## config.mk

```make
export PLATFORM = sky130hd
export DESIGN_NAME = ack_controller
export DESIGN_NICKNAME = d
export VERILOG_FILES = /design/src/include/mmio_defines.svh /design/src/hdl/mmio_pkg.sv /design/src/hdl/ack_controller.sv
export SDC_FILE = /design/constraint.sdc
export NUM_CORES = 1
export LEC_CHECK = 0
export BUFFER_PORTS_ARGS = -buffer_cell sky130_fd_sc_hd__buf_2
export CORE_AREA = 2 2 39 41
export DETAILED_ROUTE_END_ITERATION = 6
export DIE_AREA = 0 0 41 43
export GPL_ROUTABILITY_DRIVEN = 1
export PLACE_DENSITY = 0.31
export SKIP_LAST_GASP = 1
export SLEW_MARGIN = 20
export SYNTH_ARGS = -nofsm -noshare
export SYNTH_HDL_FRONTEND = slang
export SYNTH_SLANG_ARGS = --single-unit
```

## constraint.sdc

```tcl
create_clock -name clk -period 2 [get_ports clk]
set_clock_uncertainty 0.15 [all_clocks]
set_input_delay 0.1 -clock clk [delete_from_list [all_inputs] [get_ports clk]]
set_output_delay 0.1 -clock clk [all_outputs]
set_load 0.005 [all_outputs]
```

## src/include/mmio_defines.svh

```systemverilog
`ifndef MMIO_DEFINES_SVH
`define MMIO_DEFINES_SVH

// Address map
`define MMIO_RAM_BASE    32'h0000_0000
`define MMIO_KEY_ADDR    32'h0001_0000
// Any address with bit 31 set belongs to the display
`define MMIO_DISP_BASE   32'h8000_0000

// RAM depth in 32-bit words
`define MMIO_RAM_WORDS   1024

// Cycles from start to keypad ready
`define MMIO_KEY_LATENCY 3

// Returned on reads of unmapped space
`define MMIO_BAD_WORD    32'hDEADBEEF

`endif

```

## src/hdl/mmio_pkg.sv

```systemverilog
package mmio_pkg;

    // Level-held CPU request, fetch when neither strobe is set
    typedef struct packed {
        logic [31:0] addr;
        logic [31:0] wdata;
        logic        read;
        logic        write;
    } cpu_req_t;

    typedef enum logic [1:0] {
        REG_RAM,
        REG_KEY,
        REG_DISP,
        REG_NONE
    } region_e;

    // Wishbone B4 classic, manager to subordinate
    typedef struct packed {
        logic [31:0] adr;
        logic [31:0] dat;
        logic [3:0]  sel;
        logic        we;
        logic        stb;
        logic        cyc;
    } wb_m2s_t;

    typedef struct packed {
        logic [31:0] dat;
        logic        ack;
    } wb_s2m_t;

    // Keypad status word as software sees it
    typedef struct packed {
        logic        pending;
        logic [23:0] zero;
        logic [1:0]  app;
        logic [4:0]  button;
    } key_word_t;

    typedef struct packed {
        logic [31:0] addr;
        logic [31:0] data;
    } disp_wr_t;

endpackage

```

## src/hdl/ack_controller.sv

```systemverilog
`timescale 1ns/1ps

module ack_controller (
    input  logic              clk,
    input  logic              reset,
    input  mmio_pkg::region_e region_i,
    input  logic              fetch_i,
    input  logic              ram_done_i,
    input  logic              key_ready_i,
    input  logic              disp_ack_i,
    output logic              start_o,
    output logic              wen_o,
    output logic              i_ack_o,
    output logic              d_ack_o
);
    import mmio_pkg::*;

    typedef enum logic [1:0] {
        S_IDLE,
        S_BUSY,
        S_TURN
    } state_e;

    state_e state_q;
    logic   disp_ack_q;
    logic   done;
    logic   complete;

    // Completion event of the selected region
    always_comb begin
        case (region_i)
            REG_RAM:  done = ram_done_i;
            REG_KEY:  done = key_ready_i;
            REG_DISP: done = disp_ack_q;
            default:  done = 1'b1;
        endcase
    end

    assign start_o  = (state_q == S_IDLE);
    assign complete = (state_q == S_BUSY) & done;
    assign i_ack_o  = complete & fetch_i;
    assign d_ack_o  = complete & ~fetch_i;

    // Write enable held from the start cycle until the display answers
    assign wen_o = (region_i == REG_DISP) & (state_q != S_TURN) & ~disp_ack_q;

    always_ff @(posedge clk or posedge reset) begin
        if (reset) begin
            state_q    <= S_IDLE;
            disp_ack_q <= 1'b0;
        end else begin
            disp_ack_q <= disp_ack_i;
            case (state_q)
                S_IDLE:  state_q <= S_BUSY;
                S_BUSY:  state_q <= complete ? S_TURN : S_BUSY;
                default: state_q <= S_IDLE;
            endcase
        end
    end

endmodule

```

==> results.json <==
{
  "rsz0062_at_grt": "no",
  "cts_buffers": 3,
  "ys_seq_area_share_pct": 39.7,
  "start_util_pct": 13.7,
  "wl_met2_microns": 259,
  "grt_pass1_vias": 192,
  "clock_latency_ns": 0.23,
  "hold_viol": 0,
  "final_nets": 45,
  "ys_seq_elements": 3,
  "synthesis.nets": 27,
  "fin_util_pct": 22.4,
  "ir_drop_mv": 0.318,
  "drc": 0,
  "finalSetupViolations": 0,
  "via_count": 205,
  "status": "completed",
  "worstSetupStartpoint": "state_q[1]$_DFF_PP0_",
  "dpl_cell_area_sq_um": 264,
  "cts-root-buf": "clkbuf_4",
  "clkPwrFrac_pct": 33.2,
  "rr_endpoint": "state_q[0]$_DFF_PP0_",
  "ys_warn_count": 0,
  "htree_levels": 1,
  "grt_max_degree": 7,
  "ant_nets": 0,
  "clock_sinks": 3,
  "n_fill_cell": 151,
  "cellPowerDensity_nw_per_um2": 1040,
  "yosys-top-cells-area": "dfrtp_1 (40%), inv_1 (9.9%), a2111oi_2 (7.9%), a211oi_1 (7.9%), o311a_2 (6.0%)",
  "final_cell_area_sq_um": 310,
  "timing.reg2reg.worst_path_depth": 2,
  "cp.arrival_ns": 1.36,
  "io_pins": 12,
  "met1Wirelength_microns": 180,
  "placed_cells": 46,
  "r2r_setup_slack_ns": 0.83,
  "p_leak_nw": 0.155,
  "tightest_slew_ns": 0.426,
  "crit_type": "reg2out",
  "grt_pass1_wl_microns": 724,
  "whs_path_depth": 2,
  "grt.total_usage_pct": 6.74,
  "worstPathMaxFanout": 6,
  "cts_buffer_depth": 2,
  "cts.repair.resized": 0,
  "first_iter_violations": 3,
  "dpl.hpwl_microns": 370,
  "syn_area_sq_um": 189,
  "synth.avg_cell_area_sq_um": 9.94,
  "drv_slew": 0,
  "synth_top_cell_area_share_pct": 39.7,
  "die_area_sq_um": 1760,
  "cts_hold_buf": 2,
  "area_delta_synth_final_pct": 64.2,
  "top_layer": "met4",
  "final_cells": 52,
  "min_from": "region_i[0]",
  "cp-start-kind": "flop",
  "hold_path_class": "in2reg",
  "final_common_cell": "buf_2",
  "die_x_microns": 41,
  "combPwrFrac_pct": 32.9,
  "cts_setup_buffers": 0,
  "layout_common_cells": "buf_2 (11), inv_1 (5), clkbuf_4 (3), dfrtp_1 (3)",
  "drive_above_1_share_pct": 44.4,
  "clkTransAtPathRegs_ns": 0.04,
  "die_height_microns": 43,
  "relSlewSlack_pct": 71.5,
  "max_cap_violations": 0,
  "coreArea_sq_um": 1380,
  "hold_end": "state_q[0]$_DFF_PP0_",
  "r2r-start": "state_q[0]$_DFF_PP0_",
  "antenna_found_initial": 0,
  "worst_setup_path_end_kind": "output port",
  "netlist_instances": 19,
  "cts_tree": "built",
  "seq_power_share_pct": 33.9,
  "diodes": 0,
  "routed_wl_microns": 493,
  "setup-tns-final_ns": 0,
  "p_switching_uw": 107,
  "period_needed_ns": 1.61,
  "fin_crit_sh_pct": 80.4,
  "gp_congestion": 0.573,
  "required_ns": 1.75,
  "fmax_mhz": 622,
  "route.met3.wl_microns": 39,
  "numPortBuffers": 11,
  "sw_frac_of_total_pct": 33.0,
  "synth_top_area_cell": "dfrtp_1",
  "p_int_uw": 216,
  "timing.hold.ws_ns": 0.0531,
  "yosysUniqueCellTypes": 12,
  "dr.pass1.iters": 2,
  "vias_per_cell": 3.94,
  "grt_overflow": 0,
  "num_rows": 14,
  "wl_per_cell_microns": 9.48
}
## synth_stat cells
master	n
a2111oi_0	1
a2111oi_2	1
a211oi_1	2
dfrtp_1	3
inv_1	5
mux2i_1	1
nand3b_1	1
nor2_1	1
nor3b_1	1
o211ai_1	1
o311a_2	1
or3b_1	1
## sequential cells by signal, summed over array words and instances, names as in the netlist
register,count
state_q,2
disp_ack_q,1
## metal layers
metal | vias to the layer above | track usage (%)
met5 | - | 0
met3 | 2 | 1.57
met4 | 0 | 10.0
met2 | 8 | 9.69
met1 | 91 | 5.83
li1 | 104 | -
## critical path: stages (launching register included)
cell	delay, ns
dfrtp_1	0.43
or3b_1	0.38
a211oi_1	0.17
buf_2	0.15
## kinds of logic (layout without fill, tap and decap cells)
family                 after synthesis  after routing  synth area share (%)
multiplexers                         1              1                  5.30
AO/OA/AOI/OAI                        6              6                  30.5
buffers and inverters                5             22                  9.93
AND/OR/NAND/NOR                      4              4                  14.6
flip-flops                           3              3                  39.7
## power groups by stage
| stage | sequential (mW) | combinational (mW) | clock [mW] |
|---|---|---|---|
| finish | 0.109 | 0.106 | 0.107 |
| global route | 0.114 | 0.119 | 0.120 |
| CTS | 0.111 | 0.109 | 0.114 |
| detailed placement | 0.111 | 0.106 | 0 |
| global placement | 0.110 | 0.105 | 0 |
| floorplan | 0.101 | 0.0668 | 0 |
## how the worst max path moves through the flow
stage | endpoint | slack [ns] | cells after the start
after CTS | d_ack_o | 0.36 | 3
after global routing | d_ack_o | 0.24 | 3
after global placement | d_ack_o | 0.63 | 3
after detailed placement | d_ack_o | 0.61 | 3
after floorplan | d_ack_o | 0.77 | 2
final | d_ack_o | 0.39 | 3
## metrics by stage
stage	power, mW	setup slack, ns
global placement	0.215	0.628
detailed placement	0.218	0.613
floorplan	0.168	0.771
global route	0.353	0.238
CTS	0.334	0.357
finish	0.323	0.392
## final cells by class
| cell class | instances | area [sq um] | share of cell area [%] |
|---|---|---|---|
| flip-flops and latches | 3 | 75.1 | 24.2 |
| well taps | 16 | 20.0 | 6.45 |
| multi-input cells | 11 | 95.1 | 30.6 |
| repair buffers | 13 | 75.1 | 24.2 |
| inverters | 5 | 18.8 | 6.05 |
| clock buffers | 4 | 26.3 | 8.47 |
No activity file was read; power rests on OpenSTA's default activity.
