### config.mk
export PLATFORM = sky130hd
export DESIGN_NAME = mmio_addr_decoder
export DESIGN_NICKNAME = d
export VERILOG_FILES = /design/src/hdl/mmio_pkg.sv /design/src/hdl/mmio_addr_decoder.sv
export VERILOG_INCLUDE_DIRS = /design/src /design/src/include
export SDC_FILE = /design/constraint.sdc
export NUM_CORES = 1
export LEC_CHECK = 0
export CAP_MARGIN = 20
export CORE_AREA = 2 2 39 41
export DETAILED_ROUTE_END_ITERATION = 10
export DIE_AREA = 0 0 41 43
export DONT_BUFFER_PORTS = 1
export PLACE_DENSITY = 0.32
export SLEW_MARGIN = 20
export SYNTH_ARGS = -nofsm -noshare
export SYNTH_HDL_FRONTEND = slang
export SYNTH_SLANG_ARGS = --single-unit
### constraint.sdc
create_clock -name vclk -period 1.5
set_clock_uncertainty 0.05 [all_clocks]
set_input_delay 0.15 -clock vclk [all_inputs]
set_output_delay 0.15 -clock vclk [all_outputs]
set_load 0.02 [all_outputs]
### src/include/mmio_defines.svh
`ifndef MMIO_DEFINES_SVH
`define MMIO_DEFINES_SVH

// Address map
`define MMIO_RAM_BASE    32'h0000_0000
`define MMIO_KEY_ADDR    32'h0001_0000
// Any address with bit 31 set belongs to the display
`define MMIO_DISP_BASE   32'h8000_0000

// RAM depth in 32-bit words
`define MMIO_RAM_WORDS   1024

// Cycles from start to keypad ready
`define MMIO_KEY_LATENCY 3

// Returned on reads of unmapped space
`define MMIO_BAD_WORD    32'hDEADBEEF

`endif

### src/hdl/mmio_pkg.sv
package mmio_pkg;

    // Level-held CPU request, fetch when neither strobe is set
    typedef struct packed {
        logic [31:0] addr;
        logic [31:0] wdata;
        logic        read;
        logic        write;
    } cpu_req_t;

    typedef enum logic [1:0] {
        REG_RAM,
        REG_KEY,
        REG_DISP,
        REG_NONE
    } region_e;

    // Wishbone B4 classic, manager to subordinate
    typedef struct packed {
        logic [31:0] adr;
        logic [31:0] dat;
        logic [3:0]  sel;
        logic        we;
        logic        stb;
        logic        cyc;
    } wb_m2s_t;

    typedef struct packed {
        logic [31:0] dat;
        logic        ack;
    } wb_s2m_t;

    // Keypad status word as software sees it
    typedef struct packed {
        logic        pending;
        logic [23:0] zero;
        logic [1:0]  app;
        logic [4:0]  button;
    } key_word_t;

    typedef struct packed {
        logic [31:0] addr;
        logic [31:0] data;
    } disp_wr_t;

endpackage

### src/hdl/mmio_addr_decoder.sv
`timescale 1ns/1ps
`include "mmio_defines.svh"

module mmio_addr_decoder (
    input  mmio_pkg::cpu_req_t req_i,
    output mmio_pkg::region_e  region_o,
    output logic               fetch_o,
    output logic               rd_o,
    output logic               wr_o
);
    import mmio_pkg::*;

    localparam logic [31:0] RAM_BYTES = `MMIO_RAM_WORDS * 4;

    logic [31:0] ram_offset;
    logic        disp_hit;

    // Offset wraps high for addresses below the base, so one compare covers both ends
    assign ram_offset = req_i.addr - `MMIO_RAM_BASE;
    assign disp_hit   = |(req_i.addr & `MMIO_DISP_BASE);

    always_comb begin
        if (disp_hit) begin
            region_o = REG_DISP;
        end else if (req_i.addr == `MMIO_KEY_ADDR) begin
            region_o = REG_KEY;
        end else if (ram_offset < RAM_BYTES) begin
            region_o = REG_RAM;
        end else begin
            region_o = REG_NONE;
        end
    end

    // Write wins if the CPU ever raises both strobes
    assign wr_o    = req_i.write;
    assign rd_o    = req_i.read & ~req_i.write;
    assign fetch_o = ~req_i.read & ~req_i.write;

endmodule

==> results of run 1 <==
[kinds of logic after synthesis]
| family | after synthesis | share of synthesized area (%) |
|---|---|---|
| AND/OR/NAND/NOR | 13 | 77.9 |
| buffers and inverters | 2 | 9.47 |
| AO/OA/AOI/OAI | 2 | 12.6 |
[where the power goes]
group,total (mW),internal [mW],switching (mW)
clock network,0,0,0
logic,0.0181,0.00722,0.0109
registers,0,0,0
total,0.0181,0.00722,0.0109
[through the flow]
step | power (mW) | worst slack, ns
after global placement | 0.0181 | 0.363
after global routing | 0.0199 | 0.284
after detailed placement | 0.0183 | 0.323
after CTS | 0.0183 | 0.323
after floorplan | 0.0197 | 0.507
final | 0.0181 | 0.304
[area by class of cell]
type | instances | share of cell area, %
multi-input combinational | 15 | 81.9
tap | 16 | 15.2
inverter | 1 | 2.86
[synth_stat cells (all sizes together)]
master / instances / area share, %
and4: 1 / 7.4
nand3b: 1 / 6.3
nor3: 2 / 8.4
a31oi: 1 / 5.3
nor4: 5 / 32
a41oi: 1 / 7.4
nor2b: 1 / 5.3
inv: 1 / 3.2
nor4b: 1 / 13
buf: 1 / 6.3
nor2: 2 / 6.3
[routing by layer]
| metal | track usage [%] | vias up |
|---|---|---|
| li1 | - | 69 |
| met2 | 7.50 | 39 |
| met5 | 0 | - |
| met4 | 0 | 0 |
| met1 | 11.4 | 65 |
| met3 | 6.81 | 0 |
[path summary, 6_finish.rpt]
path | end | slack (ns) | cells past startpoint
setup / recovery | region_o[0] | 0.30 | 3
hold / removal | wr_o | 0.25 | 0
==> parameters.txt, run 1 <==
Parameter                              Value

Worst setup path
  Biggest fanout along the worst timing path ... 2
  Required time of the critical path ... 1.30 ns
  Beginning of the critical path ... req_i[58]
  Crit start category ... primary input
  Buffer and inverter count on the worst path ... 0
  Top cell family by delay on the critical path ... simple AND/OR/NAND/NOR gates
  Slowest Stage Delay on Critical Path ... 0.34 ns
  Critical Path AT ... 1.00 ns
  Slowest CP cell ... nor4_1
  CP Class ... primary input to output pin
  Setup crit end kind ... output pin
  Critical Path, Cell by Cell ... nor4_1 -> and4_1 -> a31oi_1

Synth
  Synth Instances ... 17
  Proportion of synthesized chip area in sequential cells ... 0%
  Warning count from the yosys run ... 0
  Nets in the synthesized netlist ... between 80 and 90
  Netlist Area Pre-Place ... 119 µm²
  Count of cell types in the netlist ... 12
  Mapped Avg Cell Area ... around 7 µm²

Timing
  Period utilization ... 79.7%
  Final number of setup-violating endpoints ... 0
  Final Critical Period ... 1.20 ns
  Worst-margin pin slew ... ~0.62 ns
  Tightest hold margin ... 0.250 ns
  Max Clock Freq ... around 840 MHz
  Final hold violation count ... 0
  Final count of pins violating max slew ... 0
  RSZ-0062 raised after global routing ... no
  Slew headroom ... approximately 59%
  Total Neg Setup Slack ... 0 ns

Global routing
  Vias in the first global route ... roughly 160
  Total track usage ... roughly 7.3%
  Initial antenna violation count ... 0
  Wire length of the first global-routing pass ... between 800 and 900 µm
  Largest net degree at the start of global routing ... 4
  Total grt overflow ... 0

Finish
  Layout Area Growth over Synthesis ... 10.5%
  Total area of multi-input combinational cells ... around 110 µm²
  Post-route design area ... approximately 130 µm²
  Top library cells by usage in the layout, fill and taps aside ... 4 x nor4_1, 2 x nor3_1, 2 x nor2_1
  Antenna diodes ... 0
  Post-layout instance count excluding filler cells ... 32
  Post-layout util ... about a tenth
  Seq_cells ... 0
  # nets final ... 84
  Share of cells above drive strength 1 ... between 10% and 20%
  Clkbuf count ... 0
  Area taken by flip-flops and latches ... 0 µm²
  Most frequent standard cell in the layout excluding fill and tap cells ... nor4_1
  Number of inserted filler cells in the final layout ... between 150 and 200

Routing
  Top routing layer in use ... met3
  Remaining routing DRC violations ... 0
  Sum of routed wire length over all layers ... around 740 µm
  Routed length on met2 ... about 180 µm
  Post-detailed-route count of antenna-violating nets ... 0
  Met3 wire len ... between 200 and 250 µm
  Iteration count of the initial detailed-routing pass ... 2
  Via-to-Cell Ratio ... around 5.4
  Drt first-iter violations ... 4
  Average wire length per cell after detail routing ... approximately 23 µm
  Met1 WL ... roughly 330 µm
  Vias after detailed routing ... 173

Die
  Y dimension of the die ... between 40 and 50 µm
  Core footprint ... roughly 0.0014 mm²
  Rows ... 14
  Die area ... around 0.0018 mm²
  Chip width ... 41 µm
  Initial Utilization ... under 10%
  Top-level I/O count ... 71

Clock tree
  # hold bufs at CTS ... 0
  Number of buffers inserted to repair setup after CTS ... 0
  CTS resizes ... 0

Status
  Run status ... finished, final reports clean

Min path
  Start point of the worst min-delay path ... req_i[0]
  Kind of path behind the tightest hold check ... primary input to output pin

Power
  Ratio of total power to cell area ... 138 mW/mm²
  Leakage power total ... around 0.025 nW
  Peak supply drop ... between 0.02 and 0.03 mV

Placement
  Post-detail-place hpwl ... about 750 µm
  Routability cong. ... 0.609
  Count of buffers from port buffering ... 0
  Instance area at placement ... 131 µm²
  Placed insts ... 32

Job
  Max cap viols ... 0
Note: power is estimated with default switching activity, not from simulation.
==> run 2, diff against run 1 <==
clock period = 1 ns   (was 1.5 ns; I/O delays follow)
==> run 2 against run 1 <==
- the flow now finishes with violations (negative setup slack)
- setup slack got worse by 0.30 ns
- die area did not move
- via count grew 1.2%
- design area is 26% higher
- critical path depth is the same
- count of clock-buffer cells in the layout stayed put
- first-iteration DRC count decreased by 25%
- non-clock buffer count is the same
- sequential cell count did not move
- largest power group unchanged
==> parameters.txt, run 2 (synthesis results as in run 1) <==
Parameter                              Value

Status
  Run status ... complete, but fails checks
  Failing checks ... negative setup slack

Power
  Power dissipated by switching net loads ... 0.0164 mW (+51%)
  Leakage power total ... 0.0287 nW (+13%)
  Sequential power share ... 0% (unchanged)
  Ratio of total power to cell area ... 184 mW/mm² (+33%)
  Share of total power in the clock network ... 0% (unchanged)
  Peak supply drop ... 0.0433 mV (+58%)
  Internal cell power ... 0.0139 mW (+93%)
  Combinational group share of total power ... 100.0% (about the same)
  Net switching fraction of the power ... 54.1% (-6.0 points)

Min path
  Kind of path behind the tightest hold check ... primary input to output pin
  Number of cells on the worst hold path ... 0 (unchanged)

Routing
  Post-detailed-route count of antenna-violating nets ... 0 (unchanged)
  Iteration count of the initial detailed-routing pass ... 2 (unchanged)
  Average wire length per cell after detail routing ... 23.9 µm (+2.8%)
  Remaining routing DRC violations ... 0 (unchanged)
  Via-to-Cell Ratio ... 5.47 (+1.2%)
  Vias after detailed routing ... 175 (+1.2%)
  Sum of routed wire length over all layers ... 765 µm (+2.8%)
  Drt first-iter violations ... 3 (-1)

Finish
  Clkbuf count ... 0 (unchanged)
  Top library cells by usage in the layout, fill and taps aside ... 4 x nor4_2, 2 x nor3_1, 2 x nor2_1
  Layout Area Growth over Synthesis ... 38.9%
  Post-route design area ... 165 µm² (+26%)
  Seq_cells ... 0 (unchanged)
  Antenna diodes ... 0 (unchanged)
  # nets final ... 84 (unchanged)
  Post-layout util ... 11.9% (+2.4 points)
  Share of cells above drive strength 1 ... 37.5% (+25 points)
  Most frequent standard cell in the layout excluding fill and tap cells ... nor4_2
  Area taken by flip-flops and latches ... 0 µm² (unchanged)
  Number of inserted filler cells in the final layout ... 159 (-2.5%)

Die
  Chip width ... 41 µm (unchanged)
  Top-level I/O count ... 71 (unchanged)
  Die area ... 0.00176 mm² (unchanged)
  Core footprint ... 0.00138 mm² (unchanged)
  Y dimension of the die ... 43 µm (unchanged)
  Rows ... 14 (unchanged)
  Initial Utilization ... 8.59% (unchanged)

Placement
  Instance area at placement ... 131 µm² (unchanged)
  Placement Setup Slack ... -0.0765 ns (-0.400 ns)
  Routability cong. ... 0.609 (unchanged)
  Count of buffers from port buffering ... 0 (unchanged)
  Post-detail-place hpwl ... 746 µm (unchanged)

Timing
  Period utilization ... 100%
  Final Critical Period ... about 1 ns
  Max Clock Freq ... between 900 and 1000 MHz
  Worst Setup Slack, final ... -0.000901 ns (-0.305 ns)
  Slew headroom ... 58.6% (-0.099 points)
  RSZ-0062 raised after global routing ... yes
  Final hold violation count ... 0 (unchanged)
  Final count of pins violating max slew ... 0 (unchanged)
  Final number of setup-violating endpoints ... 1 (+1)
  Worst-margin pin slew ... 0.618 ns (+0.00149 ns)

Global routing
  Wire length of the first global-routing pass ... 834 µm (unchanged)
  Total grt overflow ... 0 (unchanged)
  Total track usage ... 7.29% (unchanged)
  Vias in the first global route ... 164 (unchanged)
  Largest net degree at the start of global routing ... 4 (unchanged)
  Initial antenna violation count ... 0 (unchanged)

Worst setup path
  CP Class ... primary input to output pin
  Setup crit end kind ... output pin
  Required time of the critical path ... 0.85 ns (-0.45 ns)
  Crit start category ... primary input
  Critical Path AT ... 0.85 ns (-0.15 ns)
  Biggest fanout along the worst timing path ... 2 (unchanged)

Job
  Max cap viols ... 0 (unchanged)

Clock tree
  # hold bufs at CTS ... 0 (unchanged)
-- run 2: cell counts in the layout (fill, tap and decap cells not counted) --
Identical to the previous run, type by type.
-- run 2: area by class of cell --
class,count,area [µm²],area share [%]
inverters,1,3.75,2.27
multi-input cells,15,141,85.6
well taps,16,20.0,12.1
-- run 2: stage by stage --
stage | hold WS (ns) | std cells | total power, mW | setup TNS, ns
floorplan | 0.225 | 17 | 0.0296 | 0
global placement | 0.150 | 32 | 0.0272 | -0.0655
detailed placement | 0.150 | 32 | 0.0274 | -0.146
CTS | 0.150 | 32 | 0.0291 | -0.00118
global route | 0.150 | 32 | 0.0329 | -0.0355
finish | 0.150 | 32 | 0.0304 | -0.000901
-- run 2: worst max-delay path, stage by stage --
cell,delay [ns]
nor4_4,0.02
and4_1,0.20
a31oi_1,0.53
-- run 2: final timing paths --
kind,start,endpoint,slack (ns)
setup / recovery,req_i[56],region_o[0],-0.0009
hold / removal,req_i[0],wr_o,0.15
-- run 2: what timing repair did --
action | 4_1_cts | 5_1_grt
endpoints found under the setup margin | 2 | 2
buffers inserted | 0 | 0
gates resized for setup | 2 | 3
pin swaps | 1 | 3
-- run 2: power by group through the flow --
stage	clock network (mW)	logic, mW	registers (mW)
floorplan	0	0.0296	0
CTS	0	0.0291	0
global placement	0	0.0272	0
finish	0	0.0304	0
detailed placement	0	0.0274	0
global route	0	0.0329	0
-- run 2: layer usage --
layer / global-route usage [%] / vias up / part of all wire (%)
met5: 0 / - / 0
met2: 7.50 / 39 / 25
met4: 0 / 0 / 0
li1: - / 69 / -
met1: 11.4 / 67 / 38
met3: 6.81 / 0 / 36
