==> src/include/mmio_defines.svh <==
`ifndef MMIO_DEFINES_SVH
`define MMIO_DEFINES_SVH

// Address map
`define MMIO_RAM_BASE    32'h0000_0000
`define MMIO_KEY_ADDR    32'h0001_0000
// Any address with bit 31 set belongs to the display
`define MMIO_DISP_BASE   32'h8000_0000

// RAM depth in 32-bit words
`define MMIO_RAM_WORDS   1024

// Cycles from start to keypad ready
`define MMIO_KEY_LATENCY 3

// Returned on reads of unmapped space
`define MMIO_BAD_WORD    32'hDEADBEEF

`endif

==> src/hdl/mmio_pkg.sv <==
package mmio_pkg;

    // Level-held CPU request, fetch when neither strobe is set
    typedef struct packed {
        logic [31:0] addr;
        logic [31:0] wdata;
        logic        read;
        logic        write;
    } cpu_req_t;

    typedef enum logic [1:0] {
        REG_RAM,
        REG_KEY,
        REG_DISP,
        REG_NONE
    } region_e;

    // Wishbone B4 classic, manager to subordinate
    typedef struct packed {
        logic [31:0] adr;
        logic [31:0] dat;
        logic [3:0]  sel;
        logic        we;
        logic        stb;
        logic        cyc;
    } wb_m2s_t;

    typedef struct packed {
        logic [31:0] dat;
        logic        ack;
    } wb_s2m_t;

    // Keypad status word as software sees it
    typedef struct packed {
        logic        pending;
        logic [23:0] zero;
        logic [1:0]  app;
        logic [4:0]  button;
    } key_word_t;

    typedef struct packed {
        logic [31:0] addr;
        logic [31:0] data;
    } disp_wr_t;

endpackage

==> src/hdl/wishbone_manager.sv <==
`timescale 1ns/1ps

module wishbone_manager (
    input  logic               clk,
    input  logic               reset,
    input  logic               start_i,
    input  mmio_pkg::cpu_req_t req_i,
    input  mmio_pkg::wb_s2m_t  wb_i,
    output mmio_pkg::wb_m2s_t  wb_o,
    output logic [31:0]        rdata_o,
    output logic               done_o
);
    // Bus cycle control
    logic        stb_q;
    logic        cyc_q;
    logic        done_q;

    // Request captured at start
    logic [31:0] adr_q;
    logic [31:0] dat_q;
    logic        we_q;

    logic [31:0] rdata_q;
    logic        bus_ack;
    logic        launch;

    // Only one Wishbone cycle in flight
    assign launch  = start_i & ~cyc_q;
    assign bus_ack = stb_q & wb_i.ack;

    always_ff @(posedge clk or posedge reset) begin
        if (reset) begin
            stb_q  <= 1'b0;
            cyc_q  <= 1'b0;
            done_q <= 1'b0;
        end else begin
            done_q <= bus_ack;
            if (launch) begin
                stb_q <= 1'b1;
                cyc_q <= 1'b1;
            end else if (bus_ack) begin
                // Drop strobe and cycle on the ack edge
                stb_q <= 1'b0;
                cyc_q <= 1'b0;
            end
        end
    end

    always_ff @(posedge clk) begin
        if (launch) begin
            adr_q <= req_i.addr;
            dat_q <= req_i.wdata;
            // Fetches and reads both go out as bus reads
            we_q  <= req_i.write;
        end
    end

    // Read data held until the next access
    always_ff @(posedge clk) begin
        if (bus_ack) begin
            rdata_q <= wb_i.dat;
        end
    end

    always_comb begin
        wb_o.adr = adr_q;
        wb_o.dat = dat_q;
        wb_o.sel = 4'hF;
        wb_o.we  = we_q;
        wb_o.stb = stb_q;
        wb_o.cyc = cyc_q;
    end

    assign rdata_o = rdata_q;
    assign done_o  = done_q;

endmodule

==> config.mk <==
export PLATFORM = sky130hd
export DESIGN_NAME = wishbone_manager
export DESIGN_NICKNAME = d
export VERILOG_FILES = /design/src/include/mmio_defines.svh /design/src/hdl/mmio_pkg.sv /design/src/hdl/wishbone_manager.sv
export SDC_FILE = /design/constraint.sdc
export NUM_CORES = 1
export LEC_CHECK = 0
export ABC_AREA = 1
export BUFFER_PORTS_ARGS = -buffer_cell sky130_fd_sc_hd__buf_2
export CAP_MARGIN = 15
export CELL_PAD_IN_SITES_DETAIL_PLACEMENT = 0
export CELL_PAD_IN_SITES_GLOBAL_PLACEMENT = 1
export CORE_UTILIZATION = 35
export DETAILED_ROUTE_END_ITERATION = 8
export PLACE_DENSITY = 0.87
export SLEW_MARGIN = 30
export SYNTH_ARGS = -nofsm -noshare
export SYNTH_HDL_FRONTEND = slang
export SYNTH_SLANG_ARGS = --single-unit
export TNS_END_PERCENT = 20
==> constraint.sdc <==
create_clock -name clk -period 6.8 [get_ports clk]
set_input_delay 0.68 -clock clk [delete_from_list [all_inputs] [get_ports clk]]
set_output_delay 0.68 -clock clk [all_outputs]
set_load 0.01 [all_outputs]
==> flow_summary.html, run 1 <==
<table>
<tr><th>Metric</th><th>Value</th></tr>
<tr><th colspan="2">Clock network</th></tr>
<tr><td>Number of clock sinks</td><td>99</td></tr>
<tr><td>Clock transition at the registers of the reported paths</td><td>0.09 ns</td></tr>
<tr><td>Post-CTS Setup Repair Bufs</td><td>0</td></tr>
<tr><td>Skew-Pair Late Insertion Delay</td><td>0.34 ns</td></tr>
<tr><td>Count of instances resized after the clock tree is built</td><td>0</td></tr>
<tr><td>Clock tree root buffer cell</td><td>clkbuf_8</td></tr>
<tr><td>Longest Clk Path Bufs</td><td>2</td></tr>
<tr><td>TritonCTS clock tree</td><td>built</td></tr>
<tr><td>Number of buffers added by the clock tree synthesis step</td><td>9</td></tr>
<tr><td>H-tree depth reported by CTS</td><td>3</td></tr>
<tr><td>Quantity of hold-fixing buffers added after cts</td><td>0</td></tr>
<tr><th colspan="2">Finish</th></tr>
<tr><td>Fillers</td><td>733</td></tr>
<tr><td>Fraction of the core area covered by cells at the end of the flow</td><td>52.4%</td></tr>
<tr><td>Synth-to-Final Area Change</td><td>43.3%</td></tr>
<tr><td>Most common cell after layout, fill and taps aside</td><td>buf_2</td></tr>
<tr><td>Cell Count, Final, Fillers Out</td><td>432</td></tr>
<tr><td>NumNets Final</td><td>424</td></tr>
<tr><td>Highest-count cells in the layout ignoring fill and taps</td><td>200 x buf_2, 97 x edfxtp_1, 9 x clkbuf_8</td></tr>
<tr><td>Proportion of layout cells with a drive suffix above 1</td><td>66.9%</td></tr>
<tr><th colspan="2">GRT</th></tr>
<tr><td>Antenna violations before repair</td><td>1</td></tr>
<tr><td>Vias in the first global route</td><td>1,813</td></tr>
<tr><td>Maximum number of pins on one net before global-route repair</td><td>66</td></tr>
<tr><td>Wire length of the first global-routing pass</td><td>8.70 mm</td></tr>
<tr><td>Global-route congestion overflow total</td><td>0</td></tr>
<tr><td>Overall global routing resource usage</td><td>13.7%</td></tr>
<tr><th colspan="2">Power and ir drop</th></tr>
<tr><td>Sequential fraction of design power</td><td>58.7%</td></tr>
<tr><td>PwrDens</td><td>285 nW/um2</td></tr>
<tr><td>Internal Dissipation</td><td>974 uW</td></tr>
<tr><td>Leak</td><td>1.87 nW</td></tr>
<tr><td>Portion of total power attributed to the clock network</td><td>32.3%</td></tr>
<tr><td>Peak supply drop</td><td>0.182 mV</td></tr>
<tr><td>Comb pwr share</td><td>9.0%</td></tr>
<tr><td>Switching part of the total</td><td>21.8%</td></tr>
<tr><td>Switch Pwr</td><td>271 uW</td></tr>
<tr><th colspan="2">Timing</th></tr>
<tr><td>Aggregate negative setup slack</td><td>0 ns</td></tr>
<tr><td>Hold Vio Cnt, Final</td><td>0</td></tr>
<tr><td>Minimum clock period</td><td>1.64 ns</td></tr>
<tr><td>Maximum operating frequency</td><td>611 MHz</td></tr>
<tr><td>Slew Viols, Final</td><td>0</td></tr>
<tr><td>RSZ-0062 raised after global routing</td><td>false</td></tr>
<tr><td>Actual slew at the worst max-slew pin</td><td>0.801 ns</td></tr>
<tr><td>Worst-case headroom to the max-slew limit</td><td>46.6%</td></tr>
<tr><td>Minimum hold slack</td><td>0.167 ns</td></tr>
<tr><td>Worst Skew</td><td>0.00716 ns</td></tr>
<tr><td>Final setup vio count</td><td>0</td></tr>
<tr><td>Period Utilization, post-route</td><td>24.1%</td></tr>
<tr><th colspan="2">Critical path</th></tr>
<tr><td>Dominant delay contributor by cell family on the critical path</td><td>flip-flops</td></tr>
<tr><td>Classification of the worst setup path</td><td>reg2out</td></tr>
<tr><td>Data required time at the worst endpoint</td><td>6.12 ns</td></tr>
<tr><td>Reg-to-reg startpoint</td><td>cyc_q$_DFFE_PP0P_</td></tr>
<tr><td>Capturing point of the worst reg2reg path</td><td>dat_q[4]$_DFFE_PP_</td></tr>
<tr><td>Nature of the critical path startpoint</td><td>flop</td></tr>
<tr><td>Worst EP arrival</td><td>0.96 ns</td></tr>
<tr><td>Crit-path slowest cell</td><td>dfrtp_1</td></tr>
<tr><td>CP Capture Type</td><td>primary output</td></tr>
<tr><td>Sum of buffers and inverters on the critical path</td><td>1</td></tr>
<tr><td>Cell-by-cell listing of the critical path</td><td>buf_2</td></tr>
<tr><td>Register-to-register path setup slack</td><td>5.20 ns</td></tr>
<tr><td>Biggest fanout along the worst timing path</td><td>5</td></tr>
<tr><td>Delay of the slowest cell on the worst path</td><td>0.45 ns</td></tr>
<tr><td>R2r worst-path depth</td><td>2</td></tr>
<tr><th colspan="2">Synth</th></tr>
<tr><td>Post-synth design cell area</td><td>3050 um2</td></tr>
<tr><td>Synth Warn #</td><td>0</td></tr>
<tr><td>Cell variety after synth</td><td>9</td></tr>
<tr><td>FF+latch count, synth</td><td>99</td></tr>
<tr><td>Synth area leader</td><td>edfxtp_1</td></tr>
<tr><td>Top post-synthesis cells by area</td><td>edfxtp_1 96%, buf_4 1.7%, dfrtp_1 1.6%</td></tr>
<tr><td>Gate Count Post-Synth</td><td>114</td></tr>
<tr><td>Part of the Yosys area used for sequential elements</td><td>97.2%</td></tr>
<tr><td>Top cell type's share of synthesized area</td><td>95.6%</td></tr>
<tr><td>Post-synthesis area per instance</td><td>26.7 um2</td></tr>
<tr><th colspan="2">Placement</th></tr>
<tr><td>Placed cells</td><td>416</td></tr>
<tr><td>Gp weighted congestion</td><td>0.702</td></tr>
<tr><td>Buffers added on ports</td><td>200</td></tr>
<tr><td>Final HPWL DP</td><td>4.78 mm</td></tr>
<tr><th colspan="2">Die</th></tr>
<tr><td>Floorplan Core Area</td><td>8340 um2</td></tr>
<tr><td>Effective utilization at floorplan</td><td>36.5%</td></tr>
<tr><td>Die W</td><td>95.3 um</td></tr>
<tr><td>Overall die area</td><td>9090 um2</td></tr>
<tr><td>Site row count</td><td>33</td></tr>
<tr><td>Die extent in y</td><td>95.3 um</td></tr>
<tr><td>IO Pins</td><td>206</td></tr>
<tr><th colspan="2">Flow run</th></tr>
<tr><td>Count of max-cap constraint violations</td><td>0</td></tr>
<tr><th colspan="2">Status</th></tr>
<tr><td>Run status</td><td>complete, no violations</td></tr>
<tr><th colspan="2">Route</th></tr>
<tr><td>Average via count per standard cell</td><td>4.27</td></tr>
<tr><td>Initial detailed-routing violation count</td><td>37</td></tr>
<tr><td>Sum of routed wire length over all layers</td><td>6.38 mm</td></tr>
<tr><td>DR DRC count</td><td>0</td></tr>
<tr><td>Vias post-DR</td><td>1,845</td></tr>
<tr><td>Initial DRT Pass Iterations</td><td>3</td></tr>
<tr><td>Detailed-route wire length per cell</td><td>14.8 um</td></tr>
<tr><td>Antenna Violating Nets Remaining</td><td>0</td></tr>
<tr><th colspan="2">Hold path</th></tr>
<tr><td>Worst Hold Class</td><td>in2async</td></tr>
</table>
==> through the flow <==
stage	cell area [um2]	worst slack [ns]	power (mW)
after floorplan	3060	2.86	0.794
after global placement	4150	4.89	0.855
after detailed placement	4150	4.84	0.861
after CTS	4370	5.13	1.26
after global routing	4370	5.08	1.30
final	4370	5.16	1.25
==> power by group through the flow <==
stage | combinational, mW | sequential (mW) | clock, mW
floorplan | 0.0240 | 0.770 | 0
global placement | 0.111 | 0.744 | 0
detailed placement | 0.114 | 0.746 | 0
CTS | 0.115 | 0.733 | 0.417
global route | 0.123 | 0.736 | 0.436
finish | 0.112 | 0.732 | 0.402
==> per-layer routing <==
layer | share of wire (%) | track usage, % | up-vias | wire [um]
li1 | - | - | 846 | -
met1 | 35 | 13.2 | 856 | 2220
met2 | 49 | 23.2 | 137 | 3130
met3 | 15 | 8.45 | 6 | 953
met4 | 1.2 | 5.68 | 0 | 78
met5 | 0 | 0 | - | 0
==> worst register-to-register path: cells and delay by family, from the launching register on <==
kind / cells / cell delay [ns]
DFF: 1 / 0.45
buffers and inverters: 1 / 0.62
and+or+nand+nor: 1 / 0.12
==> synthesized netlist by cell type (all sizes together) <==
cell type,count
edfxtp,97
buf,7
inv,3
nor2,3
dfrtp,2
conb,1
nand2,1
==> registers in the layout, indices dropped and copies added, names as in the netlist <==
name,cells
dat_q,32
rdata_o,32
done_o,1
adr_q,32
cyc_q,1
we_q,1
==> worst max path at each step <==
stage / start / depth (start not counted) / to / slack (ns)
after floorplan: start_i / 2 / adr_q[0]$_DFFE_PP_ / 2.86
after global placement: start_i / 4 / dat_q[14]$_DFFE_PP_ / 4.89
after detailed placement: start_i / 4 / dat_q[28]$_DFFE_PP_ / 4.84
after CTS: cyc_q$_DFFE_PP0P_ / 1 / wb_o[1] / 5.13
after global routing: cyc_q$_DFFE_PP0P_ / 2 / dat_q[4]$_DFFE_PP_ / 5.08
final: cyc_q$_DFFE_PP0P_ / 1 / wb_o[0] / 5.16
==> cell type report <==
class                           instances  area (um2)  area share [%]
Clock buffer                            9         124            2.84
Inverter                                3        11.3           0.258
Multi-Input combinational cell          8        40.0           0.916
Sequential cell                        99        2960            67.8
Clock inverter                          6        88.8            2.03
Tap cell                              105         131            3.01
Timing Repair Buffer                  201        1010            23.1
Antenna cell                            1        2.50          0.0573
==> cells by family (layout without fill, tap and decap cells) <==
kind of cell	Yosys count	count (layout)	synth area share, %
other	1	5	0.123
AND/OR/NAND/NOR	4	4	0.575
buffers and inverters	10	219	2.09
flip-flops	99	99	97.2
No activity file was read; power rests on OpenSTA's default activity.
==> run 2: changes to the inputs <==
- ABC_AREA: 1 -> 0
- CORE_UTILIZATION: 35 -> 32
- PLACE_DENSITY: 0.87 -> 0.81
- clock period: 6.8 -> 1.69 ns (I/O delays scaled with it)
==> flow_summary.html, run 2 <==
<table>
<tr><th>Metric</th><th>Value</th></tr>
<tr><th colspan="2">Timing</th></tr>
<tr><td>Final setup vio count</td><td>0</td></tr>
<tr><td>Minimum clock period</td><td>1.41 ns</td></tr>
<tr><td>Aggregate negative setup slack</td><td>0 ns</td></tr>
<tr><td>Slew Viols, Final</td><td>0</td></tr>
<tr><td>Period Utilization, post-route</td><td>83.2%</td></tr>
<tr><td>Worst Skew</td><td>0.0129 ns</td></tr>
<tr><td>RSZ-0062 raised after global routing</td><td>false</td></tr>
<tr><td>Hold Vio Cnt, Final</td><td>0</td></tr>
<tr><td>Setup WS post-layout</td><td>0.283 ns</td></tr>
<tr><td>Maximum operating frequency</td><td>711 MHz</td></tr>
<tr><th colspan="2">Power and ir drop</th></tr>
<tr><td>Peak supply drop</td><td>0.442 mV</td></tr>
<tr><td>Leak</td><td>2.27 nW</td></tr>
<tr><td>PwrDens</td><td>918 nW/um2</td></tr>
<tr><th colspan="2">Critical path</th></tr>
<tr><td>Worst EP arrival</td><td>1.46 ns</td></tr>
<tr><td>Sum of buffers and inverters on the critical path</td><td>1</td></tr>
<tr><td>Register-to-register path setup slack</td><td>0.28 ns</td></tr>
<tr><td>CP Capture Type</td><td>flop</td></tr>
<tr><td>Delay of the slowest cell on the worst path</td><td>0.45 ns</td></tr>
<tr><td>Classification of the worst setup path</td><td>reg2reg</td></tr>
<tr><td>Data required time at the worst endpoint</td><td>1.74 ns</td></tr>
<tr><td>Crit-path slowest cell</td><td>and2b_4</td></tr>
<tr><td>Nature of the critical path startpoint</td><td>flop</td></tr>
<tr><td>Biggest fanout along the worst timing path</td><td>26</td></tr>
<tr><td>Dominant delay contributor by cell family on the critical path</td><td>simple AND/OR/NAND/NOR gates</td></tr>
<tr><td>Cell-by-cell listing of the critical path</td><td>and2b_4, buf_12</td></tr>
<tr><th colspan="2">Clock network</th></tr>
<tr><td>Number of buffers added by the clock tree synthesis step</td><td>9</td></tr>
<tr><td>H-tree depth reported by CTS</td><td>3</td></tr>
<tr><td>Count of instances resized after the clock tree is built</td><td>0</td></tr>
<tr><td>Longest Clk Path Bufs</td><td>2</td></tr>
<tr><td>TritonCTS clock tree</td><td>built</td></tr>
<tr><td>Clock tree root buffer cell</td><td>clkbuf_8</td></tr>
<tr><td>Clock transition at the registers of the reported paths</td><td>0.09 ns</td></tr>
<tr><td>Skew-Pair Late Insertion Delay</td><td>0.35 ns</td></tr>
<tr><td>Number of clock sinks</td><td>99</td></tr>
<tr><th colspan="2">Status</th></tr>
<tr><td>Run status</td><td>complete, no violations</td></tr>
<tr><th colspan="2">Finish</th></tr>
<tr><td>Synth-to-Final Area Change</td><td>76.3%</td></tr>
<tr><td>Most common cell after layout, fill and taps aside</td><td>buf_2</td></tr>
<tr><td>Fillers</td><td>677</td></tr>
<tr><td>Highest-count cells in the layout ignoring fill and taps</td><td>200 x buf_2, 98 x dlygate4sd3_1, 97 x edfxtp_1</td></tr>
<tr><td>Proportion of layout cells with a drive suffix above 1</td><td>52.0%</td></tr>
<tr><td>NumNets Final</td><td>524</td></tr>
<tr><th colspan="2">Route</th></tr>
<tr><td>Detailed-route wire length per cell</td><td>14.5 um</td></tr>
<tr><td>Initial detailed-routing violation count</td><td>30</td></tr>
<tr><td>Sum of routed wire length over all layers</td><td>8.09 mm</td></tr>
<tr><td>Average via count per standard cell</td><td>4.01</td></tr>
<tr><td>Initial DRT Pass Iterations</td><td>3</td></tr>
<tr><td>Antenna Violating Nets Remaining</td><td>0</td></tr>
<tr><td>DR DRC count</td><td>0</td></tr>
<tr><td>Vias post-DR</td><td>2,237</td></tr>
<tr><th colspan="2">Placement</th></tr>
<tr><td>Worst setup slack before clock tree synthesis</td><td>0.286 ns</td></tr>
<tr><td>Buffers added on ports</td><td>200</td></tr>
<tr><td>Final HPWL DP</td><td>4.82 mm</td></tr>
<tr><td>Gp weighted congestion</td><td>0.715</td></tr>
<tr><th colspan="2">Synth</th></tr>
<tr><td>Post-synthesis area per instance</td><td>27.2 um2</td></tr>
<tr><td>Most used standard cells in the synthesized netlist</td><td>97 x edfxtp_1, 7 x buf_4, 2 x dfrtp_1</td></tr>
<tr><td>Top post-synthesis cells by area</td><td>edfxtp_1 95%, buf_4 1.7%, dfrtp_1 1.6%</td></tr>
<tr><td>FF+latch count, synth</td><td>99</td></tr>
<tr><td>Gate Count Post-Synth</td><td>112</td></tr>
<tr><td>EDFF count, synth</td><td>97</td></tr>
<tr><td>Synth area leader</td><td>edfxtp_1</td></tr>
<tr><td>Predominant post-synthesis flop cell</td><td>edfxtp_1</td></tr>
<tr><td>Top cell type's share of synthesized area</td><td>95.5%</td></tr>
<tr><td>Most used standard cell by instance count after synthesis</td><td>edfxtp_1</td></tr>
<tr><td>Synth Warn #</td><td>0</td></tr>
<tr><td>Post-synth design cell area</td><td>3050 um2</td></tr>
<tr><td>Share of async-settable or async-resettable flops after synthesis</td><td>2.02%</td></tr>
<tr><td>Cell variety after synth</td><td>9</td></tr>
<tr><td>Part of the Yosys area used for sequential elements</td><td>97.1%</td></tr>
<tr><th colspan="2">GRT</th></tr>
<tr><td>Maximum number of pins on one net before global-route repair</td><td>35</td></tr>
<tr><td>Antenna violations before repair</td><td>2</td></tr>
<tr><td>Wire length of the first global-routing pass</td><td>11.9 mm</td></tr>
<tr><td>Global-route congestion overflow total</td><td>0</td></tr>
<tr><td>Vias in the first global route</td><td>2,397</td></tr>
<tr><td>Overall global routing resource usage</td><td>16.6%</td></tr>
<tr><th colspan="2">Die</th></tr>
<tr><td>Effective utilization at floorplan</td><td>33.0%</td></tr>
<tr><td>Floorplan Core Area</td><td>9240 um2</td></tr>
<tr><td>Die extent in y</td><td>99.6 um</td></tr>
<tr><td>Site row count</td><td>35</td></tr>
<tr><td>Overall die area</td><td>9930 um2</td></tr>
<tr><td>Die W</td><td>99.6 um</td></tr>
<tr><td>IO Pins</td><td>206</td></tr>
<tr><th colspan="2">Flow run</th></tr>
<tr><td>Count of max-cap constraint violations</td><td>0</td></tr>
<tr><th colspan="2">Hold path</th></tr>
<tr><td>Worst Hold Class</td><td>in2reg</td></tr>
</table>
## run 2: area by class of cell
type	count	area (um2)	share of cell area, %
inverters	1	3.75	0.0698
multi-input cells	8	43.8	0.814
clock buffers	10	128	2.37
well taps	129	161	3.00
diodes	2	5.00	0.0931
clock inverters	6	41.3	0.768
flip-flops and latches	99	2960	55.1
repair buffers	303	2030	37.8
## run 2: worst reg2reg max path, delay by kind of cell, from the launching register on
family	cells	cell delay, ns
buffers and inverters	1	0.23
DFF	1	0.42
and+or+nand+nor	1	0.45
## run 2: timing repair
item                                    4_1_cts  5_1_grt
endpoints found under the hold margin        97        2
hold buffers                                 96        2
endpoints found under the setup margin        0        0
setup buffers                                 0        0
## run 2: final timing paths
kind,from,to,cells after the start
worst max-delay path,cyc_q$_DFFE_PP0P_,dat_q[18]$_DFFE_PP_,2
worst min-delay path,start_i,cyc_q$_DFFE_PP0P_,3
worst max register to register,cyc_q$_DFFE_PP0P_,dat_q[18]$_DFFE_PP_,2
worst min register to register,cyc_q$_DFFE_PP0P_,cyc_q$_DFFE_PP0P_,2
max in group asynchronous,reset,done_o$_DFF_PP0_,3
min in group asynchronous,reset,cyc_q$_DFFE_PP0P_,3
## run 2: cells by family (layout without fill, tap and decap cells)
logic type	after synthesis	after routing	synth area share, %
buf+inv	8	320	1.85
other cells	1	6	0.123
flops	99	99	97.1
simple gates	4	4	0.902
## run 2: metrics by stage
step	area (um2)	utilization [%]	power [mW]	hold WS, ns	std cells
floorplan	3060	-	3.19	-0.0898	115
global placement	4220	45.7	3.47	0.0165	442
detailed placement	4220	45.7	3.48	0.0239	442
CTS	5350	57.9	4.97	0.00314	554
global route	5380	58.2	5.14	0.0292	558
finish	5380	58.2	4.94	0.0350	558
## run 2: metal layers
| metal | vias up | wire length, um | global-route usage [%] |
|---|---|---|---|
| met5 | - | 0 | 0 |
| met1 | 1024 | 3030 | 17.6 |
| li1 | 1046 | - | - |
| met4 | 0 | 187 | 8.14 |
| met2 | 152 | 4000 | 28.7 |
| met3 | 15 | 866 | 6.75 |
## run 2: power breakdown
| part | switching, mW | internal, mW |
|---|---|---|
| clock network | 0.790 | 0.536 |
| registers | 0.0438 | 2.90 |
| logic | 0.310 | 0.357 |
| total | 1.14 | 3.79 |
